===== config.mk =====
export PLATFORM = sky130hd
export DESIGN_NAME = cache_word_counter
export DESIGN_NICKNAME = d
export VERILOG_FILES = /design/src/cache_pkg.sv /design/src/cache_word_counter.sv
export VERILOG_INCLUDE_DIRS = /design/src
export SDC_FILE = /design/constraint.sdc
export NUM_CORES = 1
export LEC_CHECK = 0
export ABC_AREA = 1
export ABC_CLOCK_PERIOD_IN_PS = 1000
export BUFFER_PORTS_ARGS = -buffer_cell sky130_fd_sc_hd__buf_2
export CORE_AREA = 3 3 40 42
export CTS_BUF_LIST = sky130_fd_sc_hd__clkbuf_4 sky130_fd_sc_hd__clkbuf_8
export DETAILED_ROUTE_END_ITERATION = 10
export DIE_AREA = 0 0 43 45
export GPL_TIMING_DRIVEN = 0
export PLACE_DENSITY = 0.44
export SYNTH_ARGS = -nofsm -noshare
export SYNTH_HDL_FRONTEND = slang
export SYNTH_SLANG_ARGS = --single-unit

===== constraint.sdc =====
create_clock -name clk -period 1 [get_ports clk]
set_input_delay 0.2 -clock clk [delete_from_list [all_inputs] [get_ports clk]]
set_output_delay 0.2 -clock clk [all_outputs]
set_load 0.01 [all_outputs]

===== src/cache_config.svh =====
`ifndef CACHE_CONFIG_SVH
`define CACHE_CONFIG_SVH

// ============================================================
// cache geometry
// ============================================================

`define CACHE_DATA_W         32   // bits per word
`define CACHE_ADDR_W         12   // word address bits

// address split is tag | index | offset
`define CACHE_OFFSET_W        4   // word within a line
`define CACHE_INDEX_W         3   // line select
`define CACHE_TAG_W           5   // remaining upper address bits

// array sizes
`define CACHE_LINES           8   // 2**CACHE_INDEX_W
`define CACHE_WORDS_PER_LINE 16   // 2**CACHE_OFFSET_W

`endif


===== src/cache_pkg.sv =====
`default_nettype none

`include "cache_config.svh"

package cache_pkg;

  // ============================================================
  // datapath widths
  // ============================================================

  typedef logic [`CACHE_DATA_W-1:0]   word_t;    // one data word
  typedef logic [`CACHE_ADDR_W-1:0]   addr_t;    // word address
  typedef logic [`CACHE_TAG_W-1:0]    tag_t;     // upper address bits
  typedef logic [`CACHE_INDEX_W-1:0]  index_t;   // line number
  typedef logic [`CACHE_OFFSET_W-1:0] offset_t;  // word within line

  // ============================================================
  // controller states
  // ============================================================

  typedef enum logic [1:0] {
    tag_check  = 2'd0,  // serve hits and wait for work
    evict      = 2'd1,  // write back a dirty line
    refill     = 2'd2,  // fetch the missing line
    flush_scan = 2'd3   // look for the next dirty line
  } ctrl_state_t;

endpackage

`default_nettype wire


===== src/cache_word_counter.sv =====
`timescale 1ns/1ps
`default_nettype none

`include "cache_config.svh"

module cache_word_counter import cache_pkg::*; (
  input  logic    clk,
  input  logic    reset,
  input  logic    word_inc,    // one word moved to or from memory
  input  logic    word_clear,  // controller is idle in tag_check
  input  logic    line_inc,    // flush walk moves to next line
  output offset_t word_count,
  output index_t  line_count,
  output logic    word_last,   // last word of the line
  output logic    line_last    // last line of the cache
);

  offset_t word_q;
  index_t  line_q;

  // ============================================================
  // counters
  // ============================================================

  always_ff @(posedge clk) begin
    if (reset) begin
      word_q <= '0;
      line_q <= '0;
    end else begin
      if (word_clear) begin
        word_q <= '0;
      end else if (word_inc) begin
        word_q <= word_q + 1'b1;  // wraps to 0 after 15
      end
      // word_clear only comes while no flush walk is running
      if (word_clear) begin
        line_q <= '0;
      end else if (line_inc) begin
        line_q <= line_q + 1'b1;
      end
    end
  end

  assign word_count = word_q;
  assign line_count = line_q;
  assign word_last  = (word_q == offset_t'(`CACHE_WORDS_PER_LINE - 1));
  assign line_last  = (line_q == index_t'(`CACHE_LINES - 1));

  // idle clear and transfer count come from different controller states
  assert property (@(posedge clk) disable iff (reset) !(word_inc && word_clear))
    else $error("word counter told to clear and advance in one cycle");

endmodule

`default_nettype wire


## After elaboration in Yosys (flattened, before gate mapping)

Cells that the tools add are included.

- Register bits: 7
- Input bits: 5
- Output and inout bits: 9

- Add/sub/neg operators: 2
- Equality and inequality tests: 2
- Reduce and logical (&&, ||, !) cells: 1

Operators with widths:

| operator | count |
|---|---|
| $add 4x1->4 const B | 1 |
| $eq 4x4->1 const B | 1 |
| $add 3x1->3 const B | 1 |
| $eq 3x3->1 const B | 1 |
| $reduce_or 2->1 | 1 |

## Longest topological paths before layout

- Depth in word-level cells: 1
- Depth in mapped cells: 5
- Mapped depth without buffers: 5

## Worst setup path before layout

OpenSTA, ideal clock, no wires.

- Kind: register to register
- Start: reg line_q[0] (netlist: line_count[0])
- End: reg line_q[2] (netlist: line_count[2])
- Setup time: 0.116 ns
- Arrival: 0.935 ns
- Data required time: 0.884 ns
- Path slack: -0.051 ns
- Stages on the path, launching flop included: 5
- Path buffers: 0
- Clock period less this slack: 1.051 ns
- Cell sequence: dfxtp_1 > ha_1 > ha_1 > nor2_1 > nor2_1

- Longest elaborated chain between the ends: 1

Ends and longest elaborated chain:

| item | RTL line | source |
|---|---|---|
| start, declared | cache_word_counter.sv:19 | `index_t line_q;` |
| start signal, assigned | cache_word_counter.sv:39 | `line_q <= line_q + 1'b1;` |
| $add 3x1->3 | cache_word_counter.sv:39 |  |

Every way passes these cells.
A chain may end at the register's enable or synchronous reset.

## Worst setup path in the final report

- Start: reg line_q[1] (netlist: line_count[1])
- End: out line_last

- Longest elaborated chain between the ends: 1

Ends and longest elaborated chain:

| item | RTL line | source |
|---|---|---|
| $eq 3x3->1 | cache_word_counter.sv:47 | `` assign line_last = (line_q == index_t'(`CACHE_LINES - 1)); `` |
| end, declared | cache_word_counter.sv:15 | `output logic line_last` |

Every way passes these cells.

==> flow_summary.json <==
{
  "cts_sinks": 7,
  "synth_common_cells": "dfxtp_1 (7), nor2_1 (7), nand2_1 (4), o21ai_0 (4)",
  "syn_area_um2": 305.3,
  "slew_viol_final": 0,
  "layout_setup_ws_ns": -0.2107,
  "cp.required_ns": 0.80,
  "p_leak_nw": 0.2517,
  "hold_class": "primary input to flip-flop",
  "setup_viol": 6,
  "clk_pin_slew_ns": 0.06,
  "placed_area_um2": 391.6,
  "grt_start_max_net_pins": 8,
  "die_width_um": 43,
  "startpoint_type": "flip-flop",
  "track_usage": 0.09417,
  "clockBufferDepth": 2,
  "async_flop_share": 0,
  "finClkSkew_ns": 0.01025,
  "num_rows": 13,
  "cellPowerDensity_mw_per_mm2": 1130,
  "groute.layer.met1.usage": 0.1063,
  "finalHoldViolCount": 0,
  "htreeDepth": 1,
  "synth-seq-cells": 7,
  "reg2reg_slack_ns": 0.05,
  "start_util": 0.2376,
  "path_buf_inv": 1,
  "grt_overflow_total": 0,
  "worst_pin_slew_ns": 0.2218,
  "synth_warnings": 0,
  "final_antenna_net_count": 0,
  "drt_iter0_drc": 1,
  "layout-drive-gt1-share": 0.6230,
  "rsz0062_at_grt": "yes",
  "crit_slowest_cell": "dfxtp_2",
  "worstRegToRegCells": 4,
  "die_h_um": 45,
  "slowest_delay_ns": 0.34,
  "global_route.usage.met2": 0.1437,
  "io_pins": 14,
  "cts_root_buffer": "clkbuf_4",
  "synth_nets": 45,
  "synth.top_cell.area_share": 0.4590,
  "syn_inst": 37,
  "violations": "setup timing",
  "setup.worst_path.class": "flip-flop to primary output",
  "avgSynthCellArea_um2": 8.251,
  "core_mm2": 0.001285,
  "antenna_cells": 0,
  "clk-insertion-delay-late_ns": 0.26,
  "worstPathArrival_ns": 1.01,
  "hold_path_depth": 2,
  "fin_nets": 70,
  "area_growth_syn_to_layout_pct": 86.89,
  "grt_pass1_wl_mm": 1.276,
  "synth_largest_area_cell": "dfxtp_1",
  "critPathTopFamily": "flip-flops",
  "synth_area_leaders": "dfxtp_1 (46%), ha_1 (12%), nor2_1 (8.6%)",
  "hold_start": "reset",
  "wl_per_cell_um": 9.645,
  "r2r-end": "line_count[2]",
  "peakVddDrop_mv": 0.4924,
  "dp_worst_setup_slack_ns": -0.05646,
  "first_pass_iters": 3,
  "wl_um": 733,
  "post_synth_num_cell_types": 13,
  "grt_pass1_vias": 305,
  "synth-main-ff-cell": "dfxtp_1",
  "cpMostUsedCell": "ha_4",
  "path_max_fanout": 2,
  "antenna_found_initial": 0,
  "met3_usage": 0.02390,
  "grt.busiest_layer": "met2",
  "yosysSeqAreaShare": 0.4590,
  "endpoint_kind": "primary output",
  "rr_startpoint": "line_count[1]",
  "drv_cap": 0,
  "dr_total_vias": 327,
  "numCtsBuffers": 3,
  "slew_headroom": 0.8520,
  "fin_crit_sh": 1.211,
  "timing.final.crit_period_ns": 1.211,
  "final_area_um2": 570.5,
  "hold_end": "line_count[0]",
  "synth_edf_count": 0,
  "max_clock_freq_ghz": 0.8260,
  "power_uw": 644.9,
  "dieArea_mm2": 0.001935,
  "status": "finished, violations left",
  "drc_errors": 0,
  "routabilityCongestion": 0.6095,
  "cts_tree": "yes",
  "cts_hold_buf": 0,
  "port_buffers": 13,
  "avgViaCountPerCell": 4.303,
  "hpwl_um": 484.1,
  "cp_cell_sequence": "ha_4, ha_4, buf_6"
}
==> metrics by stage <==
stage / instances / TNS, ns / hold WS (ns) / util
3_5_place_dp: 65 / -0.1004 / 0.3861 / 0.3048
6_report: 76 / -0.5241 / 0.1155 / 0.4440
2_1_floorplan: 37 / -0.01084 / 0.2692 / -
5_1_grt: 76 / -0.7046 / 0.1176 / 0.4440
4_1_cts: 74 / -0.6304 / 0.1011 / 0.4226
3_3_place_gp: 65 / -0.09397 / 0.3847 / 0.3048
==> logic make-up (layout without fill, tap and decap cells) <==
group	Yosys count	in the layout	synth area share
simple gates	17	17	0.2500
compound gates	7	7	0.1147
flops	7	7	0.4590
fa+ha+maj	3	3	0.1230
buf+inv	2	26	0.02460
xor+xnor	1	1	0.02869
==> how the worst max path moves through the flow <==
| stage | from | end | slack, ns | cells past startpoint |
|---|---|---|---|---|
| 2_1_floorplan | line_count[0] | line_count[2] | -0.01 | 4 |
| 3_5_place_dp | word_count[0] | word_last | -0.06 | 3 |
| 3_3_place_gp | word_count[0] | word_last | -0.06 | 3 |
| 6_report | line_count[1] | line_last | -0.21 | 3 |
| 5_1_grt | word_count[1] | word_last | -0.24 | 3 |
| 4_1_cts | line_count[0] | line_last | -0.22 | 3 |
==> power by group <==
group | total (mW) | internal, mW | switching, mW
registers | 0.296 | 0.286 | 0.0100
clock network | 0.259 | 0.147 | 0.112
logic | 0.0897 | 0.0510 | 0.0387
total | 0.645 | 0.484 | 0.161
==> metal layers <==
metal | up-vias | routed length (µm)
li1 | 172 | -
met1 | 142 | 315
met2 | 11 | 351
met3 | 2 | 62
met4 | 0 | 4
met5 | - | 0
==> final cells by class <==
type                            count  area [µm²]
Clock buffer                        3       22.52
Clock inverter                      1       5.005
Fill cell                         136       714.4
Inverter                            2       7.507
Multi-Input combinational cell     28       200.2
Sequential cell                     7       153.9
Tap cell                           15       18.77
Timing Repair Buffer               20       162.7
==> flip-flops by register name, summed over array words and instances (netlist names) <==
name	cells
line_count	3
word_count	4
==> what timing repair did <==
| item | CTS | global route |
|---|---|---|
| pin swaps | 2 | 0 |
| setup endpoints to repair | 4 | 7 |
| setup buffers | 5 | 3 |
| gates resized for setup | 19 | 4 |
==> placed cells by master, fill, tap and decap left out, drive strengths merged <==
| cell type | n |
|---|---|
| inv | 2 |
| buf | 20 |
| clkbuf | 3 |
| nand3 | 1 |
| ha | 3 |
| dfxtp | 7 |
| nor2 | 9 |
| nand2 | 5 |
| xnor2 | 1 |
| a21oi | 3 |
| clkinv | 1 |
| nor3 | 1 |
| o21ai | 4 |
| and3 | 1 |
Note: power is estimated with default switching activity, not from simulation.
