**src/cache_config.svh**
```systemverilog
`ifndef CACHE_CONFIG_SVH
`define CACHE_CONFIG_SVH

// ============================================================
// cache geometry
// ============================================================

`define CACHE_DATA_W         32   // bits per word
`define CACHE_ADDR_W         12   // word address bits

// address split is tag | index | offset
`define CACHE_OFFSET_W        4   // word within a line
`define CACHE_INDEX_W         3   // line select
`define CACHE_TAG_W           5   // remaining upper address bits

// array sizes
`define CACHE_LINES           8   // 2**CACHE_INDEX_W
`define CACHE_WORDS_PER_LINE 16   // 2**CACHE_OFFSET_W

`endif

```
**src/cache_pkg.sv**
```systemverilog
`default_nettype none

`include "cache_config.svh"

package cache_pkg;

  // ============================================================
  // datapath widths
  // ============================================================

  typedef logic [`CACHE_DATA_W-1:0]   word_t;    // one data word
  typedef logic [`CACHE_ADDR_W-1:0]   addr_t;    // word address
  typedef logic [`CACHE_TAG_W-1:0]    tag_t;     // upper address bits
  typedef logic [`CACHE_INDEX_W-1:0]  index_t;   // line number
  typedef logic [`CACHE_OFFSET_W-1:0] offset_t;  // word within line

  // ============================================================
  // controller states
  // ============================================================

  typedef enum logic [1:0] {
    tag_check  = 2'd0,  // serve hits and wait for work
    evict      = 2'd1,  // write back a dirty line
    refill     = 2'd2,  // fetch the missing line
    flush_scan = 2'd3   // look for the next dirty line
  } ctrl_state_t;

endpackage

`default_nettype wire

```
**src/cache_dpath_if.sv**
```systemverilog
`timescale 1ns/1ps
`default_nettype none

interface cache_dpath_if import cache_pkg::*; ();

  // strobes from the controller
  logic   req_load;     // capture processor request
  logic   tag_write;    // install tag and set valid
  logic   data_write;   // write one word into the data array
  logic   refill_sel;   // refill mode for write data and memory address
  logic   dirty_set;    // store hit marks line dirty
  logic   dirty_clear;  // line is clean again
  logic   victim_sel;   // victim comes from the flush walk
  index_t flush_line;   // line under inspection during flush

  // status back to the controller
  logic   hit;          // request tag matches a valid line
  logic   victim_dirty; // request line holds dirty data
  logic   line_dirty;   // flush_line is valid and dirty
  logic   req_is_write; // registered request is a store

  modport ctrl (
    output req_load, tag_write, data_write, refill_sel,
    output dirty_set, dirty_clear, victim_sel, flush_line,
    input  hit, victim_dirty, line_dirty, req_is_write
  );

  modport dpath (
    input  req_load, tag_write, data_write, refill_sel,
    input  dirty_set, dirty_clear, victim_sel, flush_line,
    output hit, victim_dirty, line_dirty, req_is_write
  );

endinterface

`default_nettype wire

```
**src/cache_dpath.sv**
```systemverilog
`timescale 1ns/1ps
`default_nettype none

`include "cache_config.svh"

module cache_dpath import cache_pkg::*; (
  input  logic    clk,
  input  logic    reset,
  cache_dpath_if.dpath dp,
  input  logic    memreq_write,
  input  addr_t   memreq_addr,
  input  word_t   memreq_data,
  output word_t   memresp_data,
  output addr_t   cache_req_addr,
  output word_t   cache_req_data,
  input  word_t   cache_resp_data,
  input  offset_t word_count,   // word position during evict and refill
  input  index_t  line_count    // line position during flush
);

  // ============================================================
  // storage
  // ============================================================

  tag_t                    tag_array  [`CACHE_LINES];
  word_t                   data_array [`CACHE_LINES * `CACHE_WORDS_PER_LINE];
  logic [`CACHE_LINES-1:0] valid_bits;
  logic [`CACHE_LINES-1:0] dirty_bits;

  logic    req_write_q;  // request registers
  addr_t   req_addr_q;
  word_t   req_data_q;
  word_t   resp_q;       // word returned to the processor

  tag_t    req_tag;
  index_t  req_idx;
  offset_t req_off;
  index_t  ev_idx;       // line being written back
  index_t  clr_idx;      // line whose dirty bit clears
  offset_t wr_off;
  word_t   wr_data;
  addr_t   evict_addr;
  addr_t   refill_addr;

  assign {req_tag, req_idx, req_off} = req_addr_q;

  // ============================================================
  // lookup and status
  // ============================================================

  assign dp.hit          = valid_bits[req_idx] && (tag_array[req_idx] == req_tag);
  assign dp.victim_dirty = valid_bits[req_idx] && dirty_bits[req_idx];
  assign dp.line_dirty   = valid_bits[dp.flush_line] && dirty_bits[dp.flush_line];
  assign dp.req_is_write = req_write_q;

  // address and data muxing
  assign ev_idx      = dp.victim_sel ? line_count : req_idx;      // flush walk or miss
  assign clr_idx     = dp.victim_sel ? dp.flush_line : req_idx;
  assign evict_addr  = {tag_array[ev_idx], ev_idx, word_count};   // victim's old address
  assign refill_addr = {req_tag, req_idx, word_count};
  assign wr_off      = dp.refill_sel ? word_count : req_off;
  assign wr_data     = dp.refill_sel ? cache_resp_data : req_data_q;

  assign cache_req_addr = dp.refill_sel ? refill_addr : evict_addr;
  assign cache_req_data = data_array[{ev_idx, word_count}];
  assign memresp_data   = resp_q;

  // ============================================================
  // arrays and payload registers
  // ============================================================

  always_ff @(posedge clk) begin
    if (dp.req_load) begin
      req_write_q <= memreq_write;
      req_addr_q  <= memreq_addr;
      req_data_q  <= memreq_data;
    end
    if (dp.data_write) begin
      data_array[{req_idx, wr_off}] <= wr_data;    // store or refill word
    end
    if (dp.tag_write) begin
      tag_array[req_idx] <= req_tag;
    end
    // array and request are frozen while a response waits
    if (dp.hit) begin
      resp_q <= req_write_q ? req_data_q : data_array[{req_idx, req_off}];
    end
  end

  always_ff @(posedge clk) begin
    if (reset) begin
      valid_bits <= '0;
      dirty_bits <= '0;
    end else begin
      if (dp.tag_write) begin
        valid_bits[req_idx] <= 1'b1;
      end
      if (dp.dirty_set) begin
        dirty_bits[req_idx] <= 1'b1;
      end
      if (dp.dirty_clear) begin
        dirty_bits[clr_idx] <= 1'b0;
      end
    end
  end

  // a store hit never overlaps refill data entry
  assert property (@(posedge clk) disable iff (reset)
    (dp.data_write && dp.hit && dp.req_is_write) |-> !dp.refill_sel)
    else $error("refill write collided with store completion");

endmodule

`default_nettype wire

```
**src/flat_wrapper.sv**
```systemverilog
// flat-port wrapper written by rule: the top's interface ports become plain ports
module cache_dpath_flat import cache_pkg::*;
  (clk, reset, memreq_write, memreq_addr, memreq_data, memresp_data, cache_req_addr, cache_req_data, cache_resp_data, word_count, line_count, dp_req_load, dp_tag_write, dp_data_write, dp_refill_sel, dp_dirty_set, dp_dirty_clear, dp_victim_sel, dp_flush_line, dp_hit, dp_victim_dirty, dp_line_dirty, dp_req_is_write);
  cache_dpath_if dp_i ();
  input  logic clk;
  input  logic reset;
  input  logic memreq_write;
  input  addr_t memreq_addr;
  input  word_t memreq_data;
  output word_t memresp_data;
  output addr_t cache_req_addr;
  output word_t cache_req_data;
  input  word_t cache_resp_data;
  input  offset_t word_count;
  input  index_t line_count;
  input wire logic [$bits(dp_i.req_load)-1:0] dp_req_load;
  input wire logic [$bits(dp_i.tag_write)-1:0] dp_tag_write;
  input wire logic [$bits(dp_i.data_write)-1:0] dp_data_write;
  input wire logic [$bits(dp_i.refill_sel)-1:0] dp_refill_sel;
  input wire logic [$bits(dp_i.dirty_set)-1:0] dp_dirty_set;
  input wire logic [$bits(dp_i.dirty_clear)-1:0] dp_dirty_clear;
  input wire logic [$bits(dp_i.victim_sel)-1:0] dp_victim_sel;
  input wire logic [$bits(dp_i.flush_line)-1:0] dp_flush_line;
  output wire logic [$bits(dp_i.hit)-1:0] dp_hit;
  output wire logic [$bits(dp_i.victim_dirty)-1:0] dp_victim_dirty;
  output wire logic [$bits(dp_i.line_dirty)-1:0] dp_line_dirty;
  output wire logic [$bits(dp_i.req_is_write)-1:0] dp_req_is_write;
  assign dp_i.req_load = dp_req_load;
  assign dp_i.tag_write = dp_tag_write;
  assign dp_i.data_write = dp_data_write;
  assign dp_i.refill_sel = dp_refill_sel;
  assign dp_i.dirty_set = dp_dirty_set;
  assign dp_i.dirty_clear = dp_dirty_clear;
  assign dp_i.victim_sel = dp_victim_sel;
  assign dp_i.flush_line = dp_flush_line;
  assign dp_hit = dp_i.hit;
  assign dp_victim_dirty = dp_i.victim_dirty;
  assign dp_line_dirty = dp_i.line_dirty;
  assign dp_req_is_write = dp_i.req_is_write;
  cache_dpath u_core (.clk(clk), .reset(reset), .dp(dp_i), .memreq_write(memreq_write), .memreq_addr(memreq_addr), .memreq_data(memreq_data), .memresp_data(memresp_data), .cache_req_addr(cache_req_addr), .cache_req_data(cache_req_data), .cache_resp_data(cache_resp_data), .word_count(word_count), .line_count(line_count));
endmodule
```
**config.mk**
```make
export PLATFORM = sky130hd
export DESIGN_NAME = cache_dpath_flat
export DESIGN_NICKNAME = d
export VERILOG_FILES = /design/src/cache_pkg.sv /design/src/cache_dpath_if.sv /design/src/cache_dpath.sv /design/src/flat_wrapper.sv
export VERILOG_INCLUDE_DIRS = /design/src
export SDC_FILE = /design/constraint.sdc
export NUM_CORES = 2
export LEC_CHECK = 0
export BUFFER_PORTS_ARGS = -buffer_cell sky130_fd_sc_hd__buf_2
export CORE_MARGIN = 3
export CORE_UTILIZATION = 29
export CTS_BUF_LIST = sky130_fd_sc_hd__clkbuf_8
export CTS_CLUSTER_DIAMETER = 50
export DETAILED_ROUTE_END_ITERATION = 6
export PLACE_DENSITY = 0.44
export SLEW_MARGIN = 20
export SYNTH_ARGS = -nofsm -noshare
export SYNTH_HDL_FRONTEND = slang
export SYNTH_MEMORY_MAX_BITS = 65536
export SYNTH_SLANG_ARGS = --single-unit
```
**constraint.sdc**
```tcl
create_clock -name clk -period 4.9 [get_ports clk]
set_clock_uncertainty 0.15 [all_clocks]
set_input_delay 0.49 -clock clk [delete_from_list [all_inputs] [get_ports clk]]
set_output_delay 0.49 -clock clk [all_outputs]
set_load 0.005 [all_outputs]
```
* Yosys cells after proc, flatten, opt, wreduce, memory -nomap -nowiden
Memory sizes are Yosys's and may differ from the RTL's. A register that Yosys moved wholly into a read port is not among the register bits. Cells that the tools add are included. Widths: inputs -> output; s select.
Storage, ports and cells: memories kept 2, bits in latches 0, memory bits (writable) 4136, output and inout port bits 80, register bits 93, word-level logic and storage cells 50, input port bits 96, memory bits (read-only) 0
Memories:
- u_core.data_array | depth 128, width 32, rd ports 2, clocked after Yosys merged registers in 1, wr ports 1, line cache_dpath.sv:26 | word_t data_array [`CACHE_LINES * `CACHE_WORDS_PER_LINE];
- u_core.tag_array | depth 8, width 5, rd ports 2, clocked after Yosys merged registers in 1, wr ports 1, line cache_dpath.sv:25 | tag_t tag_array [`CACHE_LINES];
Cells by class: multiply operators 0, bitwise logic cells 4, $add $sub $neg 0, shift-type cells 0, magnitude comparators 5, eq/ne operators 1, multiplexer cells 27, div/mod/pow operators 0, reduce and logical (&&, ||, !) cells 5
Operators with widths (count):
- $mux 32 | 2
- $mux 8 | 3
- $or 8x8->8 | 2
- $bmux 1 s3 | 4
- $lt 3x4->1 const B | 3
- $mux 12 | 1
- $mux 1 | 10
- $mux 3 | 3
- $and 8x8->8 | 1
- $not 8->8 | 1
- $mux 7 | 1
- $demux 1 s3 | 2
- $ge 3x1->1 const B | 2
- $eq 5x5->1 | 1
- $logic_and 1x1->1 | 5
- $mux 4 | 1

* Logic depth before layout (Yosys ltp)
depth in word-level cells 9, gate-level depth with buffers 12, gate-level depth less buffers 6

* Least setup slack after synthesis
No wires, ideal clock.
path type reg2out, from register (tool-made name), to output dp_hit, arrival 4.022 ns, data required time 4.260 ns, cell stages (with the launch flop) 8, slack 0.238 ns, buffers on the path 2, path through dfxtp_1 buf_2 buf_2 mux4_2 mux2i_1 xor2_1 nand4_1 nor3_1
RTL lines:
- to (decl) | line flat_wrapper.sv:24 | output wire logic [$bits(dp_i.hit)-1:0] dp_hit;

* Worst setup path after layout
from register u_core.req_addr_q[4], to output cache_req_data[31]
On the way: cells in the longest elaborated chain, start to end 2
Ends and longest elaborated chain:
- from (decl) | line cache_dpath.sv:31 | addr_t req_addr_q;
- from (signal assigned) | line cache_dpath.sv:75 | req_addr_q <= memreq_addr;
- $mux 3 | line cache_dpath.sv:57 | assign ev_idx = dp.victim_sel ? line_count : req_idx;
- $mem_v2 128x32
- to (decl) | line flat_wrapper.sv:12 | output word_t cache_req_data;
No other way between the ends.

==> impl_metrics.env <==
export IMPL_syn_avg_cell_area_sq_um=19.6
export IMPL_critPathCaptureType="output port"
export IMPL_preCtsSetupSlack_ps=-0.914
export IMPL_ctsRootBufferMaster="clkbuf_8"
export IMPL_fin_area_sq_um=234000
export IMPL_timing_final_hold_violations=0
export IMPL_synth_edf_count=4213
export IMPL_layout_cells_non_filler=20864
export IMPL_cts_inserted_buffers=752
export IMPL_drt_first_pass_iters=6
export IMPL_maxSlewViolCount=0
export IMPL_p_leak_uw=0.0757
export IMPL_report_power_total_uw=84600
export IMPL_cts_tree="done"
export IMPL_worstPathRequired_ps=4260
export IMPL_synth_compound_area_share=0.0394
export IMPL_cp_cell_sequence="nor2b_4 -> a21o_4 -> buf_16 -> buf_12 -> buf_16 -> buf_12 -> mux4_2 -> o22ai_4 -> buf_6 -> nor4_4 -> buf_2"
export IMPL_wl_mm=840
export IMPL_areaGrowthSynthToFinish_pct=19.6
export IMPL_grt_pass1_wl_mm=1120
export IMPL_worst_setup_path_start_kind="register"
export IMPL_synth_area_sq_um=196000
export IMPL_status="finished with violations"
export IMPL_die_h_um=828
export IMPL_grt_pass1_vias=122638
export IMPL_worst_slew_pin_slew_ps=1320
export IMPL_insertion_delay_ps=1380
export IMPL_yosys_register_bits=4236
export IMPL_clock_path_buffers=4
export IMPL_via_per_inst=5.78
export IMPL_ios=176
export IMPL_hold_path_class="in -> reg"
export IMPL_yosys_warnings=0
export IMPL_slowest_delay_ps=450
export IMPL_drive_gt1_frac=0.372
export IMPL_grt_usage=0.239
export IMPL_n_fill_cell=63121
export IMPL_clkTransAtPathRegs_ps=60
export IMPL_synth_xor_area_share=0.000224
export IMPL_rsz0062_at_grt="yes"
export IMPL_globalplace_congestion=0.848
export IMPL_yosys_area_share_adder=0
export IMPL_critPathMaxFanout=7
export IMPL_die_w_um=828
export IMPL_grt_max_degree=129
export IMPL_cts_num_sinks=4236
export IMPL_antenna_found_initial=55
export IMPL_wire_per_inst_um=40.3
export IMPL_ant_nets=0
export IMPL_syn_inst=9994
export IMPL_synthArstFlopShare=0
export IMPL_slowest_stage="edfxtp_1"
export IMPL_relSlewSlack=0.112
export IMPL_layout_min_cycle_time_ps=4970
export IMPL_ir_drop_v=0.000295
export IMPL_violations="setup timing"
export IMPL_setup_viol=9
export IMPL_port_buffers=175
export IMPL_dp_hpwl_mm=518
export IMPL_synthTopCellsByArea="edfxtp_1 (65%), mux4_2 (21%), mux2i_1 (5.5%)"
export IMPL_yosys_area_share_simple=0.0190
export IMPL_synth_area_leader_cell="edfxtp_1"
export IMPL_final_core_util=0.348
export IMPL_coreArea_sq_um=673000
export IMPL_fmax_mhz=201
export IMPL_start_util=0.291
export IMPL_drc=0
export IMPL_drt_iter0_drc=16278
export IMPL_post_place_cells=19273
export IMPL_synth_nets=10090
export IMPL_cp_arrival_ps=4330
export IMPL_yosys_cell_types_count=62
export IMPL_synth_flop_cell="edfxtp_1"
export IMPL_vias=120513
export IMPL_cts_htree_levels=6
export IMPL_synth_top_area_frac=0.646
export IMPL_nNetsFinal=11397
export IMPL_grt_overflow=0
export IMPL_fin_ws_ps=-69.9
export IMPL_powerDensity_nw_per_um2=361
export IMPL_critical_path_class="reg -> out"
export IMPL_synth_top_family_by_area="multiplexers"
export IMPL_rows=301
export IMPL_place_area_sq_um=216000
export IMPL_period_share=1.01
export IMPL_maxCapViolations=0
export IMPL_seq_area_frac_synth=0.648
export IMPL_synthMuxAreaShare=0.271
export IMPL_die_area_sq_um=685000
-- metrics by stage --
| step | hold slack [ps] | TNS (ps) |
|---|---|---|
| 6_report | 104 | -227 |
| 5_1_grt | 77.0 | -1250 |
| 4_1_cts | 6.12 | -4100 |
| 3_5_place_dp | 350 | -0.914 |
| 3_3_place_gp | 351 | -1040 |
| 2_1_floorplan | 307 | 0 |
-- worst paths after layout --
path,start,to,slack (ps),depth (start not counted)
setup / recovery,u_core.req_addr_q[4]$_DFFE_PP_,cache_req_data[31],-70,11
hold / removal,memreq_addr[1],register,100,4
setup reg to reg,register,u_core.memresp_data[8]$_DFFE_PP_,260,8
hold reg to reg,u_core.valid_bits[5]$_SDFFE_PP0P_,u_core.valid_bits[5]$_SDFFE_PP0P_,360,2
-- cells in the mapped netlist, types with 8 or more instances --
cell type / instances
edfxtp_1: 4213
mux4_2: 1844
mux2i_1: 1079
clkbuf_1: 376
o22ai_1: 341
nor2_1: 264
nand2_1: 241
buf_2: 220
a22oi_1: 155
nor3_1: 147
buf_4: 132
a21oi_1: 124
o21ai_0: 117
a211oi_1: 73
mux2_2: 71
and2_1: 63
o221ai_1: 62
buf_6: 51
nor4_1: 35
a221o_1: 32
a311oi_1: 29
a31o_2: 29
buf_1: 25
dfxtp_1: 23
o31ai_1: 21
nor2b_1: 20
nand3_1: 19
o41ai_1: 18
a221oi_1: 14
a32oi_1: 14
or3_1: 12
o211ai_1: 11
a21boi_0: 10
nand2b_1: 10
o311ai_0: 9
a22o_1: 8
-- worst max-delay path, delay by kind of cell, from the launching register on --
family | cells | cell delay, ps
flip-flops | 1 | 450
AO/OA/AOI/OAI | 2 | 440
AND/OR/NAND/NOR | 2 | 590
buffers and inverters | 6 | 1080
multiplexers | 1 | 400
-- registers in the layout, summed over array words and instances, names as in the netlist, named ones only --
register,flops
u_core.tag_array,40
u_core.req_data_q,32
u_core.valid_bits,8
u_core.req_addr_q,12
u_core.data_array,4096
u_core.dp.req_is_write,1
u_core.dirty_bits,8
u_core.memresp_data,32
-- cell type report --
cell class / count / area, sq um / area share
Timing Repair Buffer: 1364 / 14400 / 0.0617
Clock inverter: 588 / 3480 / 0.0148
Antenna cell: 25 / 62.6 / 0.000267
Sequential cell: 4236 / 127000 / 0.542
Inverter: 7 / 33.8 / 0.000144
Multi-Input combinational cell: 4940 / 67500 / 0.288
Tap cell: 8938 / 11200 / 0.0477
Clock buffer: 766 / 10500 / 0.0450
-- report_power, final --
group / switching [uW] / internal, uW
sequential: 174 / 40500
clock: 15800 / 16000
combinational: 7630 / 4470
total: 23600 / 61000
-- cell usage in the layout, fill, tap and decap left out, drive strengths merged, types with 242 or more instances in the layout --
cell type / synthesis / layout
edfxtp: 4213 / 4213
o22ai: 341 / 341
inv: 7 / 265
clkbuf: 376 / 767
mux2i: 1080 / 1080
mux4: 1844 / 1844
buf: 435 / 1213
nor2: 265 / 265
clkinv: 0 / 285
nand2: 242 / 242
-- routing by layer --
| metal | routed length, um | track usage | vias to the layer above |
|---|---|---|---|
| met5 | 218 | 0 | - |
| met1 | 341000 | 0.322 | 66511 |
| met2 | 388000 | 0.377 | 6535 |
| met4 | 38000 | 0.0939 | 30 |
| met3 | 72800 | 0.0524 | 1362 |
| li1 | - | - | 46075 |
-- cell families (layout without fill, tap and decap cells) --
kind of cell / Yosys count / in the layout
XOR/XNOR: 5 / 5
buffers and inverters: 818 / 2725
flip-flops: 4236 / 4236
other: 0 / 25
AO/OA/AOI/OAI: 1111 / 1111
multiplexers: 2995 / 2995
AND/OR/NAND/NOR: 829 / 829
-- repair_timing --
action / in CTS / in global routing
setup buffers: 45 / 35
pin swaps: 29 / 33
hold buffers: 147 / 0
hold endpoints to repair: 2382 / 0
cloned: 15 / 1
endpoints found under the setup margin: 34 / 29
gates resized for setup: 272 / 67
(Power assumes the default switching activity.)
